File: config.mk
export PLATFORM = sky130hd
export DESIGN_NAME = frontend_stomp_top
export DESIGN_NICKNAME = d
export VERILOG_FILES = /design/src/design/stomp_pkg.sv /design/src/design/fetch_redirect.sv /design/src/design/frontend_stage.sv /design/src/design/reorder_buffer.sv /design/src/design/frontend_stomp_top.sv
export VERILOG_INCLUDE_DIRS = /design/src /design/src/design
export SDC_FILE = /design/constraint.sdc
export NUM_CORES = 1
export LEC_CHECK = 0
export BUFFER_PORTS_ARGS = -buffer_cell sky130_fd_sc_hd__buf_2
export CORE_UTILIZATION = 62
export DETAILED_ROUTE_END_ITERATION = 12
export GPL_TIMING_DRIVEN = 1
export PLACE_DENSITY = 0.89
export SYNTH_ARGS = -nofsm -noshare
export SYNTH_HDL_FRONTEND = slang
export SYNTH_SLANG_ARGS = --single-unit
File: constraint.sdc
create_clock -name clk -period 5.1 [get_ports clk]
set_input_delay 1.02 -clock clk [delete_from_list [all_inputs] [get_ports clk]]
set_output_delay 1.02 -clock clk [all_outputs]
set_load 0.005 [all_outputs]
File: src/design/stomp_config.svh
// =========================================================================
// stomp core configuration
// sizes of the pc, the sequence number, the front end and the reorder buffer
// =========================================================================

`ifndef STOMP_CONFIG_SVH
`define STOMP_CONFIG_SVH

// width of an instruction-group address
`define STOMP_PC_W 16

// width of the fetch sequence number
// test runs stay short enough that it never wraps
`define STOMP_SN_W 8

// number of front-end stages (fetch, mux, decode, rename)
`define STOMP_STAGES 4

// reorder-buffer depth, kept a power of two so the pointers wrap by themselves
`define STOMP_ROB_ENTRIES 8

`endif

File: src/design/stomp_pkg.sv
// =========================================================================
// stomp package
// common types for the front end and the reorder buffer
// =========================================================================

`include "stomp_config.svh"

package stomp_pkg;

	// instruction-group address
	typedef logic [`STOMP_PC_W-1:0] pc_t;

	// fetch sequence number
	// a larger value is a younger item, the whole core shares one counter
	typedef logic [`STOMP_SN_W-1:0] sn_t;

	// slot index inside the reorder buffer
	typedef logic [$clog2(`STOMP_ROB_ENTRIES)-1:0] rob_ndx_t;

	// state of one reorder-buffer slot
	// a stomped entry still commits so its register mappings can be backed out
	typedef enum logic [1:0] {
		ENT_EMPTY   = 2'd0,
		ENT_LIVE    = 2'd1,
		ENT_STOMPED = 2'd2
	} rob_state_e;

endpackage

File: src/design/fetch_redirect.sv
// =========================================================================
// fetch address and sequence-number generator
// emits one instruction group per step and redirects to the miss address
// =========================================================================

`timescale 1ns/100ps

module fetch_redirect (
	input  logic           clk,
	input  logic           rst,
	input  logic           step,
	input  logic           branch_miss,
	input  stomp_pkg::pc_t miss_pc,
	output logic           out_valid,
	output stomp_pkg::pc_t out_pc,
	output stomp_pkg::sn_t out_sn
);

	import stomp_pkg::*;

	// address of the next group to fetch
	pc_t pc_q;
	// sequence number the next fetched group gets
	sn_t sn_q;

	// a fetch happens on a step edge that carries no miss
	logic do_fetch;

	assign do_fetch = step && !branch_miss;

	// =====================================================================
	// pc and sequence counter
	// =====================================================================

	// the miss wins over a step in the same cycle
	// the sn counter is never rewound, so age compares stay global
	always_ff @(posedge clk) begin
		if (rst) begin
			pc_q <= '0;
			sn_q <= '0;
		end else if (branch_miss) begin
			pc_q <= miss_pc;
		end else if (do_fetch) begin
			pc_q <= pc_q + 1'b1;
			sn_q <= sn_q + 1'b1;
		end
	end

	// =====================================================================
	// fetch output register
	// =====================================================================

	// valid bit of the group handed to stage 0
	// a miss empties it, the group there would be stomped anyway
	always_ff @(posedge clk) begin
		if (rst) begin
			out_valid <= 1'b0;
		end else if (branch_miss) begin
			out_valid <= 1'b0;
		end else if (step) begin
			out_valid <= 1'b1;
		end
	end

	// payload of the fetched group, only meaningful while out_valid is high
	always_ff @(posedge clk) begin
		if (do_fetch) begin
			out_pc <= pc_q;
			out_sn <= sn_q;
		end
	end

endmodule

File: src/design/frontend_stage.sv
// =========================================================================
// front-end pipeline stage
// holds one instruction group and its stomp bit and stomps it on a miss
// =========================================================================

`timescale 1ns/100ps

module frontend_stage (
	input  logic           clk,
	input  logic           rst,
	input  logic           step,
	input  logic           branch_miss,
	input  logic           in_valid,
	input  stomp_pkg::pc_t in_pc,
	input  stomp_pkg::sn_t in_sn,
	input  logic           in_stomp,
	output logic           out_valid,
	output stomp_pkg::pc_t out_pc,
	output stomp_pkg::sn_t out_sn,
	output logic           out_stomp
);

	import stomp_pkg::*;

	// registered group held by this stage
	logic valid_q;
	logic stomp_q;
	pc_t  pc_q;
	sn_t  sn_q;

	// =====================================================================
	// valid and stomp bits
	// =====================================================================

	// the stomp bit rides with the group down the chain
	// on a miss the group being taken, or the one held, becomes stomped
	// an empty slot never carries a stomp
	always_ff @(posedge clk) begin
		if (rst) begin
			valid_q <= 1'b0;
			stomp_q <= 1'b0;
		end else if (step) begin
			valid_q <= in_valid;
			stomp_q <= in_valid && (in_stomp || branch_miss);
		end else if (branch_miss) begin
			stomp_q <= valid_q;
		end
	end

	// payload follows the valid bit on every step
	always_ff @(posedge clk) begin
		if (step) begin
			pc_q <= in_pc;
			sn_q <= in_sn;
		end
	end

	assign out_valid = valid_q;
	assign out_stomp = stomp_q;
	assign out_pc    = pc_q;
	assign out_sn    = sn_q;

	// a stomp mark must always sit on a real group
	a_stomp_needs_valid: assert property (
		@(posedge clk) disable iff (rst)
		out_stomp |-> out_valid
	);

endmodule

File: src/design/reorder_buffer.sv
// =========================================================================
// reorder buffer
// drops stomped arrivals, stomps younger entries on a miss, commits in order
// =========================================================================

`timescale 1ns/100ps

`include "stomp_config.svh"

module reorder_buffer (
	input  logic           clk,
	input  logic           rst,
	input  logic           step,
	input  logic           branch_miss,
	input  stomp_pkg::sn_t miss_sn,
	input  logic           in_valid,
	input  stomp_pkg::pc_t in_pc,
	input  stomp_pkg::sn_t in_sn,
	input  logic           in_stomp,
	input  logic           commit_ready,
	output logic           commit_valid,
	output stomp_pkg::pc_t commit_pc,
	output stomp_pkg::sn_t commit_sn,
	output logic           commit_stomped,
	output logic           full
);

	import stomp_pkg::*;

	localparam int DEPTH = `STOMP_ROB_ENTRIES;

	// =====================================================================
	// storage and pointers
	// =====================================================================

	// per-slot state, address and age
	rob_state_e state_q [DEPTH];
	pc_t        pc_q    [DEPTH];
	sn_t        sn_q    [DEPTH];

	// head is the oldest entry and tail the next free slot
	// both wrap at DEPTH by themselves
	rob_ndx_t head_q;
	rob_ndx_t tail_q;

	// the count of occupied slots is one bit wider than the index so DEPTH fits
	logic [$clog2(DEPTH):0] count_q;

	logic enq;
	logic deq;

	// an arrival is kept only if it was not stomped in the front end
	// nothing enters in a miss cycle because that group is younger than the miss
	assign enq = step && in_valid && !in_stomp && !branch_miss;

	// the head leaves on a commit handshake
	assign deq = commit_valid && commit_ready;

	// =====================================================================
	// commit port
	// =====================================================================

	// the commit port reads straight from the head slot with no register in between
	assign commit_valid   = (state_q[head_q] != ENT_EMPTY);
	assign commit_stomped = (state_q[head_q] == ENT_STOMPED);
	assign commit_pc      = pc_q[head_q];
	assign commit_sn      = sn_q[head_q];

	assign full = (count_q == DEPTH);

	// =====================================================================
	// entry state
	// =====================================================================

	// the miss compare runs over every slot at once
	// a commit in the same cycle frees the head afterwards, so the later write wins
	always_ff @(posedge clk) begin
		if (rst) begin
			for (int i = 0; i < DEPTH; i++) begin
				state_q[i] <= ENT_EMPTY;
			end
		end else begin
			if (branch_miss) begin
				for (int i = 0; i < DEPTH; i++) begin
					if (state_q[i] == ENT_LIVE && sn_q[i] > miss_sn) begin
						state_q[i] <= ENT_STOMPED;
					end
				end
			end
			if (enq) begin
				state_q[tail_q] <= ENT_LIVE;
			end
			if (deq) begin
				state_q[head_q] <= ENT_EMPTY;
			end
		end
	end

	// payload is written into the tail slot on every enqueue
	always_ff @(posedge clk) begin
		if (enq) begin
			pc_q[tail_q] <= in_pc;
			sn_q[tail_q] <= in_sn;
		end
	end

	// =====================================================================
	// pointers and occupancy
	// =====================================================================

	always_ff @(posedge clk) begin
		if (rst) begin
			head_q  <= '0;
			tail_q  <= '0;
			count_q <= '0;
		end else begin
			if (enq) begin
				tail_q <= tail_q + 1'b1;
			end
			if (deq) begin
				head_q <= head_q + 1'b1;
			end
			// enqueue and commit together leave the count unchanged
			case ({enq, deq})
				2'b10:   count_q <= count_q + 1'b1;
				2'b01:   count_q <= count_q - 1'b1;
				default: count_q <= count_q;
			endcase
		end
	end

	// =====================================================================
	// checks
	// =====================================================================

	// the top must stall the front end before the buffer overflows
	a_no_enq_when_full: assert property (
		@(posedge clk) disable iff (rst)
		enq |-> !full
	);

	// occupancy stays within the array
	a_count_bound: assert property (
		@(posedge clk) disable iff (rst)
		count_q <= DEPTH
	);

endmodule

File: src/design/frontend_stomp_top.sv
// =========================================================================
// front-end stomp top
// fetch generator, chain of front-end stages and reorder buffer with stall
// =========================================================================

`timescale 1ns/100ps

`include "stomp_config.svh"

module frontend_stomp_top (
	input  logic           clk,
	input  logic           rst,
	input  logic           advance,
	input  logic           branch_miss,
	input  stomp_pkg::pc_t miss_pc,
	input  stomp_pkg::sn_t miss_sn,
	input  logic           commit_ready,
	output logic           commit_valid,
	output stomp_pkg::pc_t commit_pc,
	output stomp_pkg::sn_t commit_sn,
	output logic           commit_stomped,
	output logic           rob_full
);

	import stomp_pkg::*;

	localparam int STAGES = `STOMP_STAGES;

	// the whole front end moves only when the buffer has room
	logic step;

	// stage chain, index 0 is the fetch output and STAGES is the buffer input
	logic [STAGES:0] chain_valid;
	logic [STAGES:0] chain_stomp;
	pc_t             chain_pc [STAGES+1];
	sn_t             chain_sn [STAGES+1];

	assign step = advance && !rob_full;

	// fetch never emits a stomped group
	assign chain_stomp[0] = 1'b0;

	fetch_redirect u_fetch (
		.clk         (clk),
		.rst         (rst),
		.step        (step),
		.branch_miss (branch_miss),
		.miss_pc     (miss_pc),
		.out_valid   (chain_valid[0]),
		.out_pc      (chain_pc[0]),
		.out_sn      (chain_sn[0])
	);

	// =====================================================================
	// front-end stages
	// =====================================================================

	// fetch, mux, decode and rename all share the same stomp handling
	for (genvar k = 0; k < STAGES; k++) begin : g_stage
		frontend_stage u_stage (
			.clk         (clk),
			.rst         (rst),
			.step        (step),
			.branch_miss (branch_miss),
			.in_valid    (chain_valid[k]),
			.in_pc       (chain_pc[k]),
			.in_sn       (chain_sn[k]),
			.in_stomp    (chain_stomp[k]),
			.out_valid   (chain_valid[k+1]),
			.out_pc      (chain_pc[k+1]),
			.out_sn      (chain_sn[k+1]),
			.out_stomp   (chain_stomp[k+1])
		);
	end

	reorder_buffer u_rob (
		.clk            (clk),
		.rst            (rst),
		.step           (step),
		.branch_miss    (branch_miss),
		.miss_sn        (miss_sn),
		.in_valid       (chain_valid[STAGES]),
		.in_pc          (chain_pc[STAGES]),
		.in_sn          (chain_sn[STAGES]),
		.in_stomp       (chain_stomp[STAGES]),
		.commit_ready   (commit_ready),
		.commit_valid   (commit_valid),
		.commit_pc      (commit_pc),
		.commit_sn      (commit_sn),
		.commit_stomped (commit_stomped),
		.full           (rob_full)
	);

endmodule

# Yosys cells after proc, flatten, opt, wreduce, memory -nomap -nowiden
# Memory sizes are Yosys's and may differ from the RTL's. A register that Yosys moved wholly into a read port is not among the register bits.
# Index checks and enable logic that the tools add are counted.
# W data, S select, Z words.
[op_classes]
n_reduce_logical = 31
eq_ne = 12
add_sub_neg = 6
magnitude_cmp = 8
bitwise = 9
n_mux = 69
[ops]
columns = ["op", "n"]
rows = [
  ["$gt A8 B8 Y1", 8],
  ["$mux W1", 50],
  ["$mux W16", 2],
  ["$mux W3", 7],
  ["$eq A2 B1 Y1 const B", 9],
  ["$logic_and A1 B1 Y1", 18],
  ["$mux W2", 9],
  ["$add A16 B1 Y16 const B", 1],
  ["$add A8 B1 Y8 const B", 1],
  ["$or A1 B1 Y1", 8],
  ["$pmux W4 S2", 1],
  ["$reduce_bool A2 Y1", 4],
  ["$add A3 B1 Y3 const B", 2],
  ["$add A4 B1 Y4 const B", 1],
  ["$eq A2 B2 Y1 const B", 2],
  ["$eq A4 B4 Y1 const B", 1],
  ["$reduce_or A2 Y1", 2],
  ["$sub A4 B1 Y4 const B", 1],
  ["$logic_not A1 Y1", 3],
  ["$logic_or A1 B1 Y1", 3],
  ["$reduce_and A2 Y1", 1],
  ["$not A1 Y1", 1],
]
[totals]
ram_bits = 208
in_bits = 29
n_memories = 3
word_cells = 162
ff_bits = 163
[memory_table]
columns = ["name", "words", "word_bits", "rd", "rd_clocked_by_memory_dff", "write_ports", "line", "text"]
rows = [
  ["u_rob.pc_q", 8, 16, 1, 1, 1, "reorder_buffer.sv:38", "pc_t pc_q [DEPTH];"],
  ["u_rob.sn_q", 8, 8, 9, 1, 1, "reorder_buffer.sv:39", "sn_t sn_q [DEPTH];"],
  ["u_rob.state_q", 8, 2, 9, 1, 9, "reorder_buffer.sv:37", "rob_state_e state_q [DEPTH];"],
]

# Depth between registers and ports, before layout
# Gate-level depths: netlist of the first run.
[logic_depth]
depth_word = 11
mapped_depth = 12

# Modules after synthesis
# From an unflattened synthesis of the first run, not the netlist that was laid out.
[unflattened]
cells_unflattened = 913
hier_area_um2 = 15342.2
[modules_own_cells]
columns = ["mod", "seq_area_each_um2", "instances", "cells_per_inst", "area_per_inst_um2"]
rows = [
  ["reorder_buffer", 6346.1, 1, 628, 10197.3],
  ["frontend_stage", 760.7, 4, 31, 797.0],
  ["fetch_redirect", 1221.2, 1, 159, 1939.4],
  ["frontend_stomp_top", 0.0, 1, 2, 17.5],
]

# Worst setup path before layout of the first run
# Ideal clock, no wire load.
[synth_timing]
path_type = "input to register"
startpoint = "in advance"
endpoint = "mem u_rob.pc_q[0][0] (netlist name) (enable)"
cell_stages = 6
path_buffers = 2
slack_ns = 0.387
required_ns = 4.628
t_arrival_ns = 4.240
setup_ns = 0.472
path_cell_list = "clkbuf_1 -> nor4bb_1 -> and2_1 -> buf_6 -> inv_4 -> nor4_1"
[synth_between]
elab_chain_len = 6
[synth_lines]
columns = ["element", "line", "text"]
rows = [
  ["start, declared", "frontend_stomp_top.sv:13", "input logic advance,"],
  ["$logic_and A1 B1 Y1", "frontend_stomp_top.sv:38", "assign step = advance && !rob_full;"],
  ["$logic_and A1 B1 Y1 (3 in a row)", "reorder_buffer.sv:54", "assign enq = step && in_valid && !in_stomp && !branch_miss;"],
  ["$mux W1", "reorder_buffer.sv:101", "if (enq) begin"],
  ["$mux W1 (implied by the code)", "reorder_buffer.sv:102", "pc_q[tail_q] <= in_pc;"],
  ["end, declared", "reorder_buffer.sv:38", ""],
]
# Every way passes these cells.

==> run_results.csv, run 1 <==
group,metric,value,unit
timing,fin_crit,3820,ps
placement,dp_hpwl,19000,µm
placement,place_area,16100,µm²
logic_synthesis,yosys-top-cells-area,"edfxtp_1 (61%), dfxtp_1 (8.1%), mux4_2 (7.3%)",
global_routing,grt_max_degree,73,
clocking,ctsHoldBuffers,0,
timing,fmax,0.262,GHz
timing,fin_tns_setup,0,ps
timing,fin_crit_sh,0.750,
timing,setup_viol,0,
clocking,cts_resized,0,
run_status,status,"finished clean",
clocking,clkTransAtPathRegs,60,ps
final_layout,multi_input_area,4520,µm²
clocking,cts_setup_buffers,0,
logic_synthesis,synthArstFlopShare,0,
floorplanning,initial_core_util,0.633,
logic_synthesis,synth_warnings,0,
drt,drt_iter0_drc,803,
clocking,cts.path.max_buffers,3,
global_routing,grt_pass1_vias,8580,
drt,ant_nets,0,
final_layout,fin_util,0.709,
drt,post_drt_via_cell_ratio,6.24,
timing,relSlewSlack,0.231,
placement,routabilityCongestion,0.898,
timing,worstMarginPinSlew,1150,ps
setup_path,worst_setup_path_end_kind,"output pin",
pwr,powerDensity,363,nW/µm²
global_routing,grt_usage,0.248,
logic_synthesis,synth_top_flop_cell,"edfxtp_1",
timing,whs,415,ps
logic_synthesis,synth_edf_count,312,
pwr,p_leak,5.93,nW
run,maxCapViolCount,0,
timing,finalHoldViolations,0,
logic_synthesis,syn_nets,1055,
drt,drtPass1Iterations,5,
timing,rsz0062_at_grt,"no",
pwr,irDropWorstVdd,226,µV
final_layout,antenna_cells,0,
timing,slew_viol_final,0,
setup_path,arrival,2800,ps
global_routing,antenna_found_initial,0,
floorplanning,coreArea,24300,µm²
clocking,cts-htree-levels,2,
setup_path,cp-start-kind,"flop",
floorplanning,fp.dieW,160,µm
clocking,clock_sinks,374,
logic_synthesis,yosysSeqAreaShare,0.689,
final_layout,area_delta_synth_final,12.1,%
placement,numPortBuffers,55,
floorplanning,std_cell_rows,57,
global_routing,grt.overflow.total,0,
timing,worst_slack,1280,ps
timing,fin_skew,14.1,ps
logic_synthesis,ys_ff_latch,374,
clocking,clk-insertion-delay-late,520,ps
global_routing,grt_first_pass_wirelength,47800,µm
final_layout,nets,1126,
logic_synthesis,yosysTopAreaCell,"edfxtp_1",
pwr,finalPower,6.25,mW
clocking,cts_inserted_buffers,36,
drt,drc,0,
logic_synthesis,syn_avg_cell_area,16.1,µm²
final_layout,stdcell_area,17300,µm²
drt,routed-via-count,8574,
final_layout,fill_cells,1450,
setup_path,worstSetupPathType,"flop to output pin",
setup_path,path_max_fanout,43,
clocking,clockRootBuffer,"clkbuf_16",
logic_synthesis,syn_area,15400,µm²
logic_synthesis,synth_top_area_frac,0.609,
worst_hold_path,timing.hold.worst.class,"flop to flop",
final_layout,stdcell_count,1375,
setup_path,worstPathRequired,4080,ps
logic_synthesis,synth_cells,955,
placement,pre_cts_ws,1710,ps
floorplanning,die-area,25500,µm²
floorplanning,fp.dieH,160,µm
logic_synthesis,synthDistinctLibCells,61,
drt,wirelength,30700,µm
clocking,cts_tree,"yes",
drt,routedWlPerCell,22.3,µm
final_layout,regArea,10600,µm²
placement,place_inst,1312,
floorplanning,io_pins,56,
final_layout,drive_above_1_share,0.209,
registers in the layout, indices dropped and copies added, names as in the netlist, 8 cells and up, named ones only:
register and flops:
g_stage.u_stage.out_sn 32, u_fetch.pc_q 16, u_rob.sn_q 64, g_stage.u_stage.out_pc 64, u_rob.state_q 16, u_fetch.out_pc 16
u_fetch.sn_q 8, u_rob.pc_q 128, u_fetch.out_sn 8
worst max-delay path, stage by stage (launching register included):
cell and delay (ps):
dfxtp_4 910, buf_4 400, mux4_2 540, mux2_2 290, buf_2 130
report_power, final:
| group | total, mW | leakage [nW] | switching, mW | internal (mW) |
|---|---|---|---|---|
| logic | 0.148 | 1.95 | 0.0965 | 0.0516 |
| clock network | 2.68 | 0.583 | 1.08 | 1.60 |
| registers | 3.42 | 3.41 | 0.0464 | 3.38 |
cell families after synthesis:
| logic type | synth area share |
|---|---|
| AO/OA/AOI/OAI | 0.0545 |
| XOR/XNOR | 0.0148 |
| adder cells (fa/ha/maj) | 0.0577 |
| buffers and inverters | 0.0195 |
| flip-flops | 0.689 |
| multiplexers | 0.0956 |
| AND/OR/NAND/NOR | 0.0685 |
metal layers:
layer  vias to the layer above  share of wire  global-route usage
met2                       447           0.49               0.408
met3                        96          0.084              0.0443
met5                         -              0                   0
li1                       3867              -                   -
met1                      4164           0.39               0.329
met4                         0          0.036               0.108
synth_stat cells (all sizes together), types with 5 or more instances:
cell type / instances
mux4: 50
edfxtp: 312
o211ai: 8
nor2b: 8
buf: 13
nand3: 14
inv: 37
xnor2: 17
mux2i: 6
xor2: 9
and3b: 6
nor3: 22
nand3b: 7
dfxtp: 62
nand2: 46
nand4: 23
nor3b: 9
a21oi: 57
a211oi: 14
and3: 5
clkbuf: 21
o21a: 6
ha: 71
nor2: 42
o21ai: 19
mux2: 25
cell type report:
type / instances / area share
clock buffers: 47 / 0.0587
clock inverters: 16 / 0.0107
inverters: 38 / 0.00856
multi-input cells: 509 / 0.262
repair buffers: 67 / 0.0212
flip-flops and latches: 374 / 0.615
well taps: 324 / 0.0235
path summary, 6_finish.rpt:
check | startpoint | end | slack [ps] | cells past startpoint
worst max-delay path | flop | commit_pc[5] | 1280 | 4
worst min-delay path | g_stage[2].u_stage.out_sn[6] | g_stage[3].u_stage.out_sn[6] | 410 | 0
worst max register to register | flop | u_rob.count_q[2] | 1640 | 10
worst min register to register | g_stage[2].u_stage.out_sn[6] | g_stage[3].u_stage.out_sn[6] | 410 | 0
layout by cell type (no fill, tap or decap), types with 23 or more instances in the layout:
cell       count
buf_2         55
ha_1          71
inv_1         35
a21oi_1       57
nor2_1        42
clkbuf_16     37
dfxtp_1       60
nand2_1       44
mux4_2        50
nand4_1       23
mux2_2        24
edfxtp_1     312
No activity file was read; power rests on OpenSTA's default activity.
==> run 2: changes to the inputs <==
--- a/config.mk
+++ b/config.mk
@@ -7,10 +7,10 @@
 export NUM_CORES = 1
 export LEC_CHECK = 0
 export BUFFER_PORTS_ARGS = -buffer_cell sky130_fd_sc_hd__buf_2
-export CORE_UTILIZATION = 62
+export CORE_UTILIZATION = 56
 export DETAILED_ROUTE_END_ITERATION = 12
 export GPL_TIMING_DRIVEN = 1
-export PLACE_DENSITY = 0.89
+export PLACE_DENSITY = 0.85
 export SYNTH_ARGS = -nofsm -noshare
 export SYNTH_HDL_FRONTEND = slang
 export SYNTH_SLANG_ARGS = --single-unit
==> constraint.sdc (replaced) <==
create_clock -name clk -period 3.5 [get_ports clk]
set_input_delay 0.7 -clock clk [delete_from_list [all_inputs] [get_ports clk]]
set_output_delay 0.7 -clock clk [all_outputs]
set_load 0.005 [all_outputs]
==> run_results.csv, run 2 (synthesis results as in run 1) <==
group,metric,value,unit
run_status,status,"finished clean",
worst_hold_path,min_from,"miss_pc[4]",
drt,drt_iter0_drc,1007,
clocking,cts_setup_buffers,0,
worst_hold_path,timing.hold.worst.class,"primary input to flop",
pwr,irDropWorstVdd,345,µV
setup_path,worstPathRequired,2800,ps
final_layout,area_delta_synth_final,14.0,%
drt,drc,0,
placement,pre_cts_ws,576,ps
timing,finalHoldViolations,0,
clocking,cts.path.max_buffers,3,
final_layout,largest_register,"u_rob.pc_q",
pwr,p_leak,6.05,nW
drt,wirelength,31700,µm
final_layout,drive_above_1_share,0.218,
setup_path,worst-r2r-cell-count,11,
final_layout,nets,1133,
timing,fin_tns_setup,0,ps
worst_hold_path,min_to,"u_fetch.pc_q[4]",
setup_path,r2r_slack,610,ps
final_layout,final_cell_mix,"edfxtp_1 (312), ha_1 (71), dfxtp_1 (60)",
floorplanning,std_cell_rows,60,
timing,setup_viol,0,
global_routing,grt_pass1_vias,8760,
placement,routabilityCongestion,0.912,
global_routing,grt_first_pass_wirelength,48600,µm
worst_hold_path,hold_depth,3,
global_routing,grt_max_degree,45,
drt,drtPass1Iterations,5,
clocking,ctsHoldBuffers,0,
timing,fin_skew,22.1,ps
placement,numPortBuffers,55,
placement,dp_hpwl,19100,µm
setup_path,cp-start-kind,"flop",
timing,worstMarginPinSlew,1030,ps
final_layout,final_common_cell,"edfxtp_1",
clocking,clockRootBuffer,"clkbuf_16",
clocking,clk-insertion-delay-late,540,ps
final_layout,fill_cells,1779,
setup_path,r2r_end,"u_rob.count_q[2]",
drt,post_drt_via_cell_ratio,6.19,
clocking,cts_inserted_buffers,37,
timing,fin_crit,3170,ps
final_layout,antenna_cells,0,
final_layout,reg_top3,"u_rob.pc_q (128), g_stage.u_stage.out_pc (64), u_rob.sn_q (64)",
drt,routedWlPerCell,22.6,µm
timing,fmax,0.315,GHz
setup_path,r2r-start,"u_rob.state_q[7][1]",
floorplanning,coreArea,27000,µm²
clocking,cts_resized,0,
setup_path,path_max_fanout,42,
clocking,cts-htree-levels,2,
drt,ant_nets,0,
setup_path,arrival,2470,ps
setup_path,worstSetupPathType,"flop to output pin",
run,maxCapViolCount,0,
timing,worst_slack,326,ps
timing,rsz0062_at_grt,"no",
floorplanning,fp.dieW,168,µm
clocking,clkTransAtPathRegs,60,ps
final_layout,largest_register_ffs,128,
global_routing,antenna_found_initial,0,
setup_path,worst_setup_path_end_kind,"output pin",
floorplanning,io_pins,56,
timing,relSlewSlack,0.310,
clocking,cts_tree,"yes",
clocking,clock_sinks,374,
floorplanning,die-area,28200,µm²
timing,fin_crit_sh,0.907,
timing,slew_viol_final,0,
floorplanning,initial_core_util,0.571,
drt,routed-via-count,8685,
global_routing,grt.overflow.total,0,
pwr,powerDensity,545,nW/µm²
floorplanning,fp.dieH,168,µm
global_routing,grt_usage,0.230,
-- run 2: layout make-up --
| cell class | count | area [µm²] | share of cell area |
|---|---|---|---|
| multi-input cells | 509 | 4560 | 0.260 |
| well taps | 341 | 427 | 0.0243 |
| flip-flops and latches | 374 | 10600 | 0.605 |
| clock inverters | 21 | 313 | 0.0178 |
| repair buffers | 73 | 435 | 0.0248 |
| inverters | 38 | 146 | 0.00834 |
| clock buffers | 47 | 1050 | 0.0599 |
-- run 2: worst max-delay path by stage --
| stage | end | startpoint | slack, ps | depth (start not counted) |
|---|---|---|---|---|
| global placement | u_rob.count_q[2] | advance | 640 | 11 |
| global route | commit_sn[7] | flop | 230 | 4 |
| CTS | commit_sn[7] | flop | 300 | 4 |
| finish | commit_sn[7] | flop | 330 | 4 |
| detailed placement | u_rob.count_q[2] | advance | 580 | 11 |
| floorplan | u_rob.pc_q[4][0] | advance | 80 | 6 |
-- run 2: report_power, final --
group | total (mW) | switching [mW] | internal (mW) | leakage [nW]
logic | 0.221 | 0.144 | 0.0769 | 1.98
clock network | 4.36 | 1.69 | 2.67 | 0.669
registers | 4.99 | 0.0686 | 4.92 | 3.41
-- run 2: routing by layer --
layer | share of wire | wire length, µm | GRT usage
met5 | 0 | 0 | 0
met2 | 0.49 | 15400 | 0.377
met1 | 0.40 | 12500 | 0.301
met4 | 0.045 | 1430 | 0.111
met3 | 0.074 | 2340 | 0.0409
-- run 2: critical path, cell delays in order, from the launching register on --
cell,delay (ps)
dfxtp_4,510
buf_12,350
mux4_2,570
mux2_2,340
buf_2,140
-- run 2: through the flow --
step	hold WS, ps	std cells	util	power [mW]	instance area (µm²)
floorplan	400	955	-	5.20	15400
global placement	401	1335	0.600	5.28	16200
CTS	397	1403	0.651	9.61	17500
detailed placement	405	1335	0.600	5.30	16200
global route	410	1403	0.651	9.83	17500
finish	415	1403	0.651	9.57	17500
